## config.mk

```make
export PLATFORM = sky130hd
export DESIGN_NAME = mips_core
export DESIGN_NICKNAME = d
export VERILOG_FILES = /design/src/design/mips_pkg.sv /design/src/design/reg_file.sv /design/src/design/program_counter.sv /design/src/design/alu.sv /design/src/design/control_decoder.sv /design/src/design/mips_core.sv
export VERILOG_INCLUDE_DIRS = /design/src /design/src/design
export SDC_FILE = /design/constraint.sdc
export NUM_CORES = 2
export LEC_CHECK = 0
export BUFFER_PORTS_ARGS = -buffer_cell sky130_fd_sc_hd__buf_4
export CORE_MARGIN = 5
export CORE_UTILIZATION = 45
export DETAILED_ROUTE_END_ITERATION = 10
export GPL_TIMING_DRIVEN = 0
export PLACE_DENSITY = 0.63
export SYNTH_ARGS = -nofsm -noshare
export SYNTH_HDL_FRONTEND = slang
export SYNTH_SLANG_ARGS = --single-unit
```

## constraint.sdc

```tcl
create_clock -name clk -period 17.8 [get_ports clk]
set_input_delay 0.89 -clock clk [delete_from_list [all_inputs] [get_ports clk]]
set_output_delay 0.89 -clock clk [all_outputs]
set_load 0.02 [all_outputs]
```

## src/design/mips_defines.svh

```systemverilog
// opcode and funct codes, boot vector and word width for the mips core
`ifndef MIPS_DEFINES_SVH
`define MIPS_DEFINES_SVH

`define MIPS_WORD 32
`define MIPS_RESET_VECTOR 32'hBFC0_0000 // boot rom entry point

// primary opcodes, instr[31:26]
`define OP_RTYPE 6'h00
`define OP_J     6'h02
`define OP_BEQ   6'h04
`define OP_BNE   6'h05
`define OP_ADDIU 6'h09
`define OP_ANDI  6'h0C
`define OP_ORI   6'h0D
`define OP_LUI   6'h0F

// funct codes for r-type, instr[5:0]
`define FN_ADDU 6'h21
`define FN_SUBU 6'h23
`define FN_AND  6'h24
`define FN_OR   6'h25
`define FN_SLT  6'h2A

`endif

```

## src/design/mips_pkg.sv

```systemverilog
// instruction word field views, instruction union and alu operation enum
`default_nettype none

package mips_pkg;

  // register-register format
  typedef struct packed {
    logic [5:0] opcode;
    logic [4:0] rs;
    logic [4:0] rt;
    logic [4:0] rd;
    logic [4:0] shamt;
    logic [5:0] funct;
  } r_fields_t;

  // immediate format, also used by branches
  typedef struct packed {
    logic [5:0]  opcode;
    logic [4:0]  rs;
    logic [4:0]  rt;
    logic [15:0] imm;
  } i_fields_t;

  typedef struct packed {
    logic [5:0]  opcode;
    logic [25:0] target; // word index within the current 256MB region
  } j_fields_t;

  // one fetched word, read through whichever format the opcode calls for
  typedef union packed {
    r_fields_t r;
    i_fields_t i;
    j_fields_t j;
  } instr_t;

  typedef enum logic [2:0] {
    ALU_ADD = 3'd0,
    ALU_SUB = 3'd1,
    ALU_AND = 3'd2,
    ALU_OR  = 3'd3,
    ALU_SLT = 3'd4,
    ALU_LUI = 3'd5
  } alu_op_t;

endpackage

`default_nettype wire

```

## src/design/reg_file.sv

```systemverilog
// 32 entry register file, two async read ports, one sync write port, $v0 tap
`default_nettype none

`include "mips_defines.svh"

module reg_file (
  input  logic        clk,
  input  logic        reset,
  input  logic        write_en,
  input  logic [4:0]  read_addr1,
  input  logic [4:0]  read_addr2,
  input  logic [4:0]  write_addr,
  input  logic [31:0] write_data,
  output logic [31:0] read_data1,
  output logic [31:0] read_data2,
  output logic [31:0] reg_v0
);

  logic [`MIPS_WORD-1:0] regs [32];

  always_ff @(posedge clk) begin
    if (reset) begin
      for (int i = 0; i < 32; i++) begin
        regs[i] <= '0;
      end
    end else if (write_en && (write_addr != 5'd0)) begin
      regs[write_addr] <= write_data; // $zero never takes a write
    end
  end

  // register zero is hardwired, so mask the read as well
  assign read_data1 = (read_addr1 != 5'd0) ? regs[read_addr1] : '0;
  assign read_data2 = (read_addr2 != 5'd0) ? regs[read_addr2] : '0;

  assign reg_v0 = regs[2]; // $v0 for observation

endmodule

`default_nettype wire

```

## src/design/program_counter.sv

```systemverilog
// program counter with boot vector, enable and sequential/branch/jump next address
`default_nettype none

`include "mips_defines.svh"

module program_counter (
  input  logic        clk,
  input  logic        reset,
  input  logic        enable,
  input  logic        branch_eq,
  input  logic        branch_ne,
  input  logic        jump,
  input  logic        alu_zero,
  input  logic [15:0] imm,
  input  logic [25:0] target,
  output logic [31:0] pc
);

  logic [`MIPS_WORD-1:0] pc_plus4;
  logic [`MIPS_WORD-1:0] branch_offset;
  logic [`MIPS_WORD-1:0] branch_target;
  logic [`MIPS_WORD-1:0] jump_target;
  logic [`MIPS_WORD-1:0] next_pc;
  logic                  take_branch;

  assign pc_plus4 = pc + 32'd4;

  // sign extended word offset, relative to the following instruction
  assign branch_offset = {{14{imm[15]}}, imm, 2'b00};
  assign branch_target = pc_plus4 + branch_offset;

  assign jump_target = {pc_plus4[31:28], target, 2'b00}; // stays in the current region

  // the alu subtracts rs - rt for both branch kinds
  assign take_branch = (branch_eq & alu_zero) | (branch_ne & ~alu_zero);

  always_comb begin
    if (jump) begin
      next_pc = jump_target;
    end else if (take_branch) begin
      next_pc = branch_target;
    end else begin
      next_pc = pc_plus4;
    end
  end

  always_ff @(posedge clk) begin
    if (reset) begin
      pc <= `MIPS_RESET_VECTOR;
    end else if (enable) begin
      pc <= next_pc; // no delay slot
    end
  end

endmodule

`default_nettype wire

```

## src/design/alu.sv

```systemverilog
// 32-bit alu: add, subtract, and, or, signed set-less-than, upper immediate
`default_nettype none

`include "mips_defines.svh"

module alu (
  input  mips_pkg::alu_op_t op,
  input  logic [31:0]       a,
  input  logic [31:0]       b,
  output logic [31:0]       result,
  output logic              zero
);

  import mips_pkg::*;

  logic less_than;

  assign less_than = $signed(a) < $signed(b);

  always_comb begin
    case (op)
      ALU_ADD: result = a + b;
      ALU_SUB: result = a - b;
      ALU_AND: result = a & b;
      ALU_OR:  result = a | b;
      ALU_SLT: result = {{(`MIPS_WORD-1){1'b0}}, less_than};
      ALU_LUI: result = {b[15:0], 16'h0000}; // immediate to the top half
      default: result = '0;
    endcase
  end

  // beq/bne look at this after a subtract
  assign zero = (result == '0);

endmodule

`default_nettype wire

```

## src/design/control_decoder.sv

```systemverilog
// main decoder, opcode and funct to register, immediate, alu and branch controls
`default_nettype none

`include "mips_defines.svh"

module control_decoder (
  input  logic [5:0]        opcode,
  input  logic [5:0]        funct,
  output logic              reg_write,
  output logic              reg_dst_rd,
  output logic              alu_src_imm,
  output logic              zero_ext_imm,
  output logic              branch_eq,
  output logic              branch_ne,
  output logic              jump,
  output mips_pkg::alu_op_t alu_op
);

  import mips_pkg::*;

  always_comb begin
    // anything not listed below falls through as a no-op
    reg_write    = 1'b0;
    reg_dst_rd   = 1'b0;
    alu_src_imm  = 1'b0;
    zero_ext_imm = 1'b0;
    branch_eq    = 1'b0;
    branch_ne    = 1'b0;
    jump         = 1'b0;
    alu_op       = ALU_ADD;

    case (opcode)
      `OP_RTYPE: begin
        reg_dst_rd = 1'b1;
        reg_write  = 1'b1;
        case (funct)
          `FN_ADDU: alu_op = ALU_ADD;
          `FN_SUBU: alu_op = ALU_SUB;
          `FN_AND:  alu_op = ALU_AND;
          `FN_OR:   alu_op = ALU_OR;
          `FN_SLT:  alu_op = ALU_SLT;
          default:  reg_write = 1'b0; // unsupported funct
        endcase
      end
      `OP_ADDIU: begin
        reg_write   = 1'b1;
        alu_src_imm = 1'b1; // sign extended
      end
      `OP_ANDI: begin
        reg_write    = 1'b1;
        alu_src_imm  = 1'b1;
        zero_ext_imm = 1'b1;
        alu_op       = ALU_AND;
      end
      `OP_ORI: begin
        reg_write    = 1'b1;
        alu_src_imm  = 1'b1;
        zero_ext_imm = 1'b1;
        alu_op       = ALU_OR;
      end
      `OP_LUI: begin
        reg_write    = 1'b1;
        alu_src_imm  = 1'b1;
        zero_ext_imm = 1'b1; // only the low half reaches the alu anyway
        alu_op       = ALU_LUI;
      end
      `OP_BEQ: begin
        branch_eq = 1'b1;
        alu_op    = ALU_SUB; // compare rs with rt
      end
      `OP_BNE: begin
        branch_ne = 1'b1;
        alu_op    = ALU_SUB;
      end
      `OP_J:   jump = 1'b1;
      default: ;
    endcase
  end

endmodule

`default_nettype wire

```

## src/design/mips_core.sv

```systemverilog
// single-cycle mips core top: decode, register file, alu, pc and operand muxing
`default_nettype none

`include "mips_defines.svh"

module mips_core (
  input  logic        clk,
  input  logic        reset,
  input  logic        clk_enable,
  input  logic [31:0] instr_data,
  output logic [31:0] instr_address,
  output logic [31:0] register_v0
);

  import mips_pkg::*;

  instr_t                instr;
  logic                  reg_write;
  logic                  reg_dst_rd;
  logic                  alu_src_imm;
  logic                  zero_ext_imm;
  logic                  branch_eq;
  logic                  branch_ne;
  logic                  jump;
  alu_op_t               alu_op;
  logic [4:0]            write_addr;
  logic [`MIPS_WORD-1:0] rd1;
  logic [`MIPS_WORD-1:0] rd2;
  logic [`MIPS_WORD-1:0] imm_ext;
  logic [`MIPS_WORD-1:0] alu_b;
  logic [`MIPS_WORD-1:0] alu_result;
  logic                  alu_zero;

  assign instr = instr_t'(instr_data);

  control_decoder u_control_decoder (
    .opcode       (instr.r.opcode),
    .funct        (instr.r.funct),
    .reg_write    (reg_write),
    .reg_dst_rd   (reg_dst_rd),
    .alu_src_imm  (alu_src_imm),
    .zero_ext_imm (zero_ext_imm),
    .branch_eq    (branch_eq),
    .branch_ne    (branch_ne),
    .jump         (jump),
    .alu_op       (alu_op)
  );

  assign write_addr = reg_dst_rd ? instr.r.rd : instr.i.rt; // r-type writes rd

  reg_file u_reg_file (
    .clk        (clk),
    .reset      (reset),
    .write_en   (reg_write & clk_enable), // a frozen core must not commit
    .read_addr1 (instr.r.rs),
    .read_addr2 (instr.i.rt),
    .write_addr (write_addr),
    .write_data (alu_result),
    .read_data1 (rd1),
    .read_data2 (rd2),
    .reg_v0     (register_v0)
  );

  // logical immediates are zero extended, arithmetic ones sign extended
  assign imm_ext = zero_ext_imm ? {16'h0000, instr.i.imm}
                                : {{16{instr.i.imm[15]}}, instr.i.imm};
  assign alu_b = alu_src_imm ? imm_ext : rd2;

  alu u_alu (
    .op     (alu_op),
    .a      (rd1),
    .b      (alu_b),
    .result (alu_result),
    .zero   (alu_zero)
  );

  program_counter u_program_counter (
    .clk       (clk),
    .reset     (reset),
    .enable    (clk_enable),
    .branch_eq (branch_eq),
    .branch_ne (branch_ne),
    .jump      (jump),
    .alu_zero  (alu_zero),
    .imm       (instr.i.imm),
    .target    (instr.j.target),
    .pc        (instr_address)
  );

endmodule

`default_nettype wire

```

==> reports/results.ini <==
[hold_path]
hold_path.class = reg2reg

[timing]
slew_headroom_pct = -20.9
period_minus_slack_ps = 13440
tightest_slew_ps = 1800
fmax_ghz = 0.0744
tns_ps = 0
period_share_pct = 75.5
finalClockSkew_ps = 82.6
drv_slew = 144
setup_viol = 0
grt_setup_unrepaired = no
hold_violations = 0
fin_ws_ps = 4360
holdWs_ps = 505

[placement]
hpwl_um = 193000
port-buffer-count = 87
place_ws_ps = 4350
dp.cells = 6753
gp_congestion = 1.13

[global_routing]
grt_pass1_vias = 45600
grt_max_degree = 26
track_usage_pct = 36.6
top_usage_layer = met2
antenna_found_initial = 18
met2_usage_pct = 52.4
gr-usage-met3_pct = 15.8
grt_first_pass_wirelength_um = 358000
grt_use_met1_pct = 43.8
grt_overflow = 0

[cts]
holdBufCountCts = 0
cts_tree = yes
cts_buffer_depth = 3
clock_latency_ps = 800
cts.sinks = 1054
clk_pin_slew_ps = 60
cts_root_buf = clkbuf_16
htreeDepth = 3
cts_setup_buffers = 0
ctsResizeCount = 0
numCtsBuffers = 111

[drt]
first_pass_iters = 9
routed_wl_um = 265000
first_iter_violations = 8365
viasPerCell = 6.89
wl_per_cell_um = 37.9
drcViolationCount = 0
num_vias = 48200
drtAntennaViolNets = 0

[logic_synthesis]
seq_area_frac_synth_pct = 51.4
synthAdderAreaFrac_pct = 2.81
synthDistinctLibCells = 85
yosysMostFrequentCell = nor2_1
synth_top_family_by_area = multiplexers
yosys.area_share.simple_pct = 11.7
synth_top_area_cell = edfxtp_1
synthTopCellsByCount = nor2_1, edfxtp_1, mux4_2
yosys-top-cells-area = edfxtp_1, mux4_2, nor2_1
syn_inst = 4804
async_reset_ff_share_pct = 0
synth_edf_count = 1024
synth_seq_cells = 1054
syn_area_um2 = 61000
post_synth.cell_area_avg_um2 = 12.7
synthMuxAreaShare_pct = 22.9
synth_compound_area_share_pct = 6.58
synth_warnings = 0
yosys_most_used_dff = edfxtp_1
yosysTopAreaCellShare_pct = 50.4
synthXorXnorAreaFrac_pct = 1.08

[outcome]
outcome = complete, but fails checks
violations = max-capacitance violations, max-slew violations

[setup_path]
critPathLaunchType = input pin
path_delay_family = buffers and inverters
crit_top_cell = buf_2
critical_path_class = in2reg
crit_fanout = 10
critPathCaptureType = flop
slowest_stage = clkbuf_1
crit_arrival_ps = 14110
slowest_delay_ps = 1140
cp.required_ps = 18470
cp.buffers_inverters = 11

[floorplan]
initial_core_util_pct = 45.2
core_area_um2 = 135000
fp.dieArea_um2 = 143000
rows = 135
die_y_um = 378
die_width_um = 378
io_pins = 99

[final_layout]
area_delta_synth_final_pct = 12.7
fin_nets = 5260
drive_gt1_share_pct = 19.2
fin_cells = 6998

[pwr]
p_leak_nw = 24.6
report.power.total_mw = 7.07
power_density_nw_per_um2 = 103
ir_worst_vdd_mv = 0.104

[run]
drv_cap = 21

==> stage by stage <==
stage | util [%] | cell area (um^2)
6_report | 50.9 | 68700
5_1_grt | 50.9 | 68600
4_1_cts | 50.8 | 68500
3_5_place_dp | 48.1 | 64900
3_3_place_gp | 47.4 | 64000
2_1_floorplan | - | 61100
==> worst min-delay path, cell delays in order (launching register included) <==
cell and delay [ps]:
dfxtp_1 340, nand2_1 70, o31ai_1 50
==> final cells by class <==
cell class                      instances  area, um^2
Clock buffer                          135        2870
Fill cell                           11700       66300
Multi-Input combinational cell       3224       27700
Buffer                                448        1770
Antenna cell                           37        92.6
Tap cell                             1781        2230
Timing Repair Buffer                  140        1500
Sequential cell                      1054       31400
Clock inverter                         68         752
Inverter                              111         417
==> where the power goes <==
group          internal, mW  total, mW  switching (mW)
clock network          1.32       2.37            1.05
registers              2.80       2.86          0.0522
logic                 0.499       1.84            1.35
==> kinds of logic after synthesis <==
kind of cell,Yosys count
simple gates,1680
flops,1054
mux,707
compound gates,593
buf+inv,559
fa+ha+maj,135
xor+xnor,75
other cells,1
==> final timing paths <==
kind | depth (start not counted) | startpoint | slack, ps | endpoint
worst max-delay path | 29 | instr_data[16] | 4360 | u_program_counter.pc[14]
worst min-delay path | 2 | u_program_counter.pc[17] | 510 | u_program_counter.pc[17]
worst max register to register | 23 | u_reg_file.regs[13][15] | 9320 | u_program_counter.pc[14]
worst min register to register | 2 | u_program_counter.pc[17] | 510 | u_program_counter.pc[17]
==> sequential cells by signal, indices dropped and copies added, names as in the netlist <==
register              cells
u_program_counter.pc     30
u_reg_file.regs        1024
==> layout by cell type (no fill, tap or decap), types with 37 or more instances in the layout <==
cell type	count
buf_1	43
and3_1	49
inv_1	108
nand2_1	232
mux4_2	546
clkbuf_1	376
ha_1	132
nor3_1	41
edfxtp_1	1024
mux2i_1	133
clkbuf_16	111
o21ai_0	90
buf_4	100
nand3_1	50
nor2_1	1107
xnor2_1	61
a21oi_1	152
diode_2	37
a21o_1	38
nand2b_1	49
==> layer usage <==
layer	vias up	routed length, um
met2	4408	111000
met1	23900	86300
met5	-	564
li1	18800	-
met4	8	24900
met3	1043	42300
No activity file was read; power rests on OpenSTA's default activity.
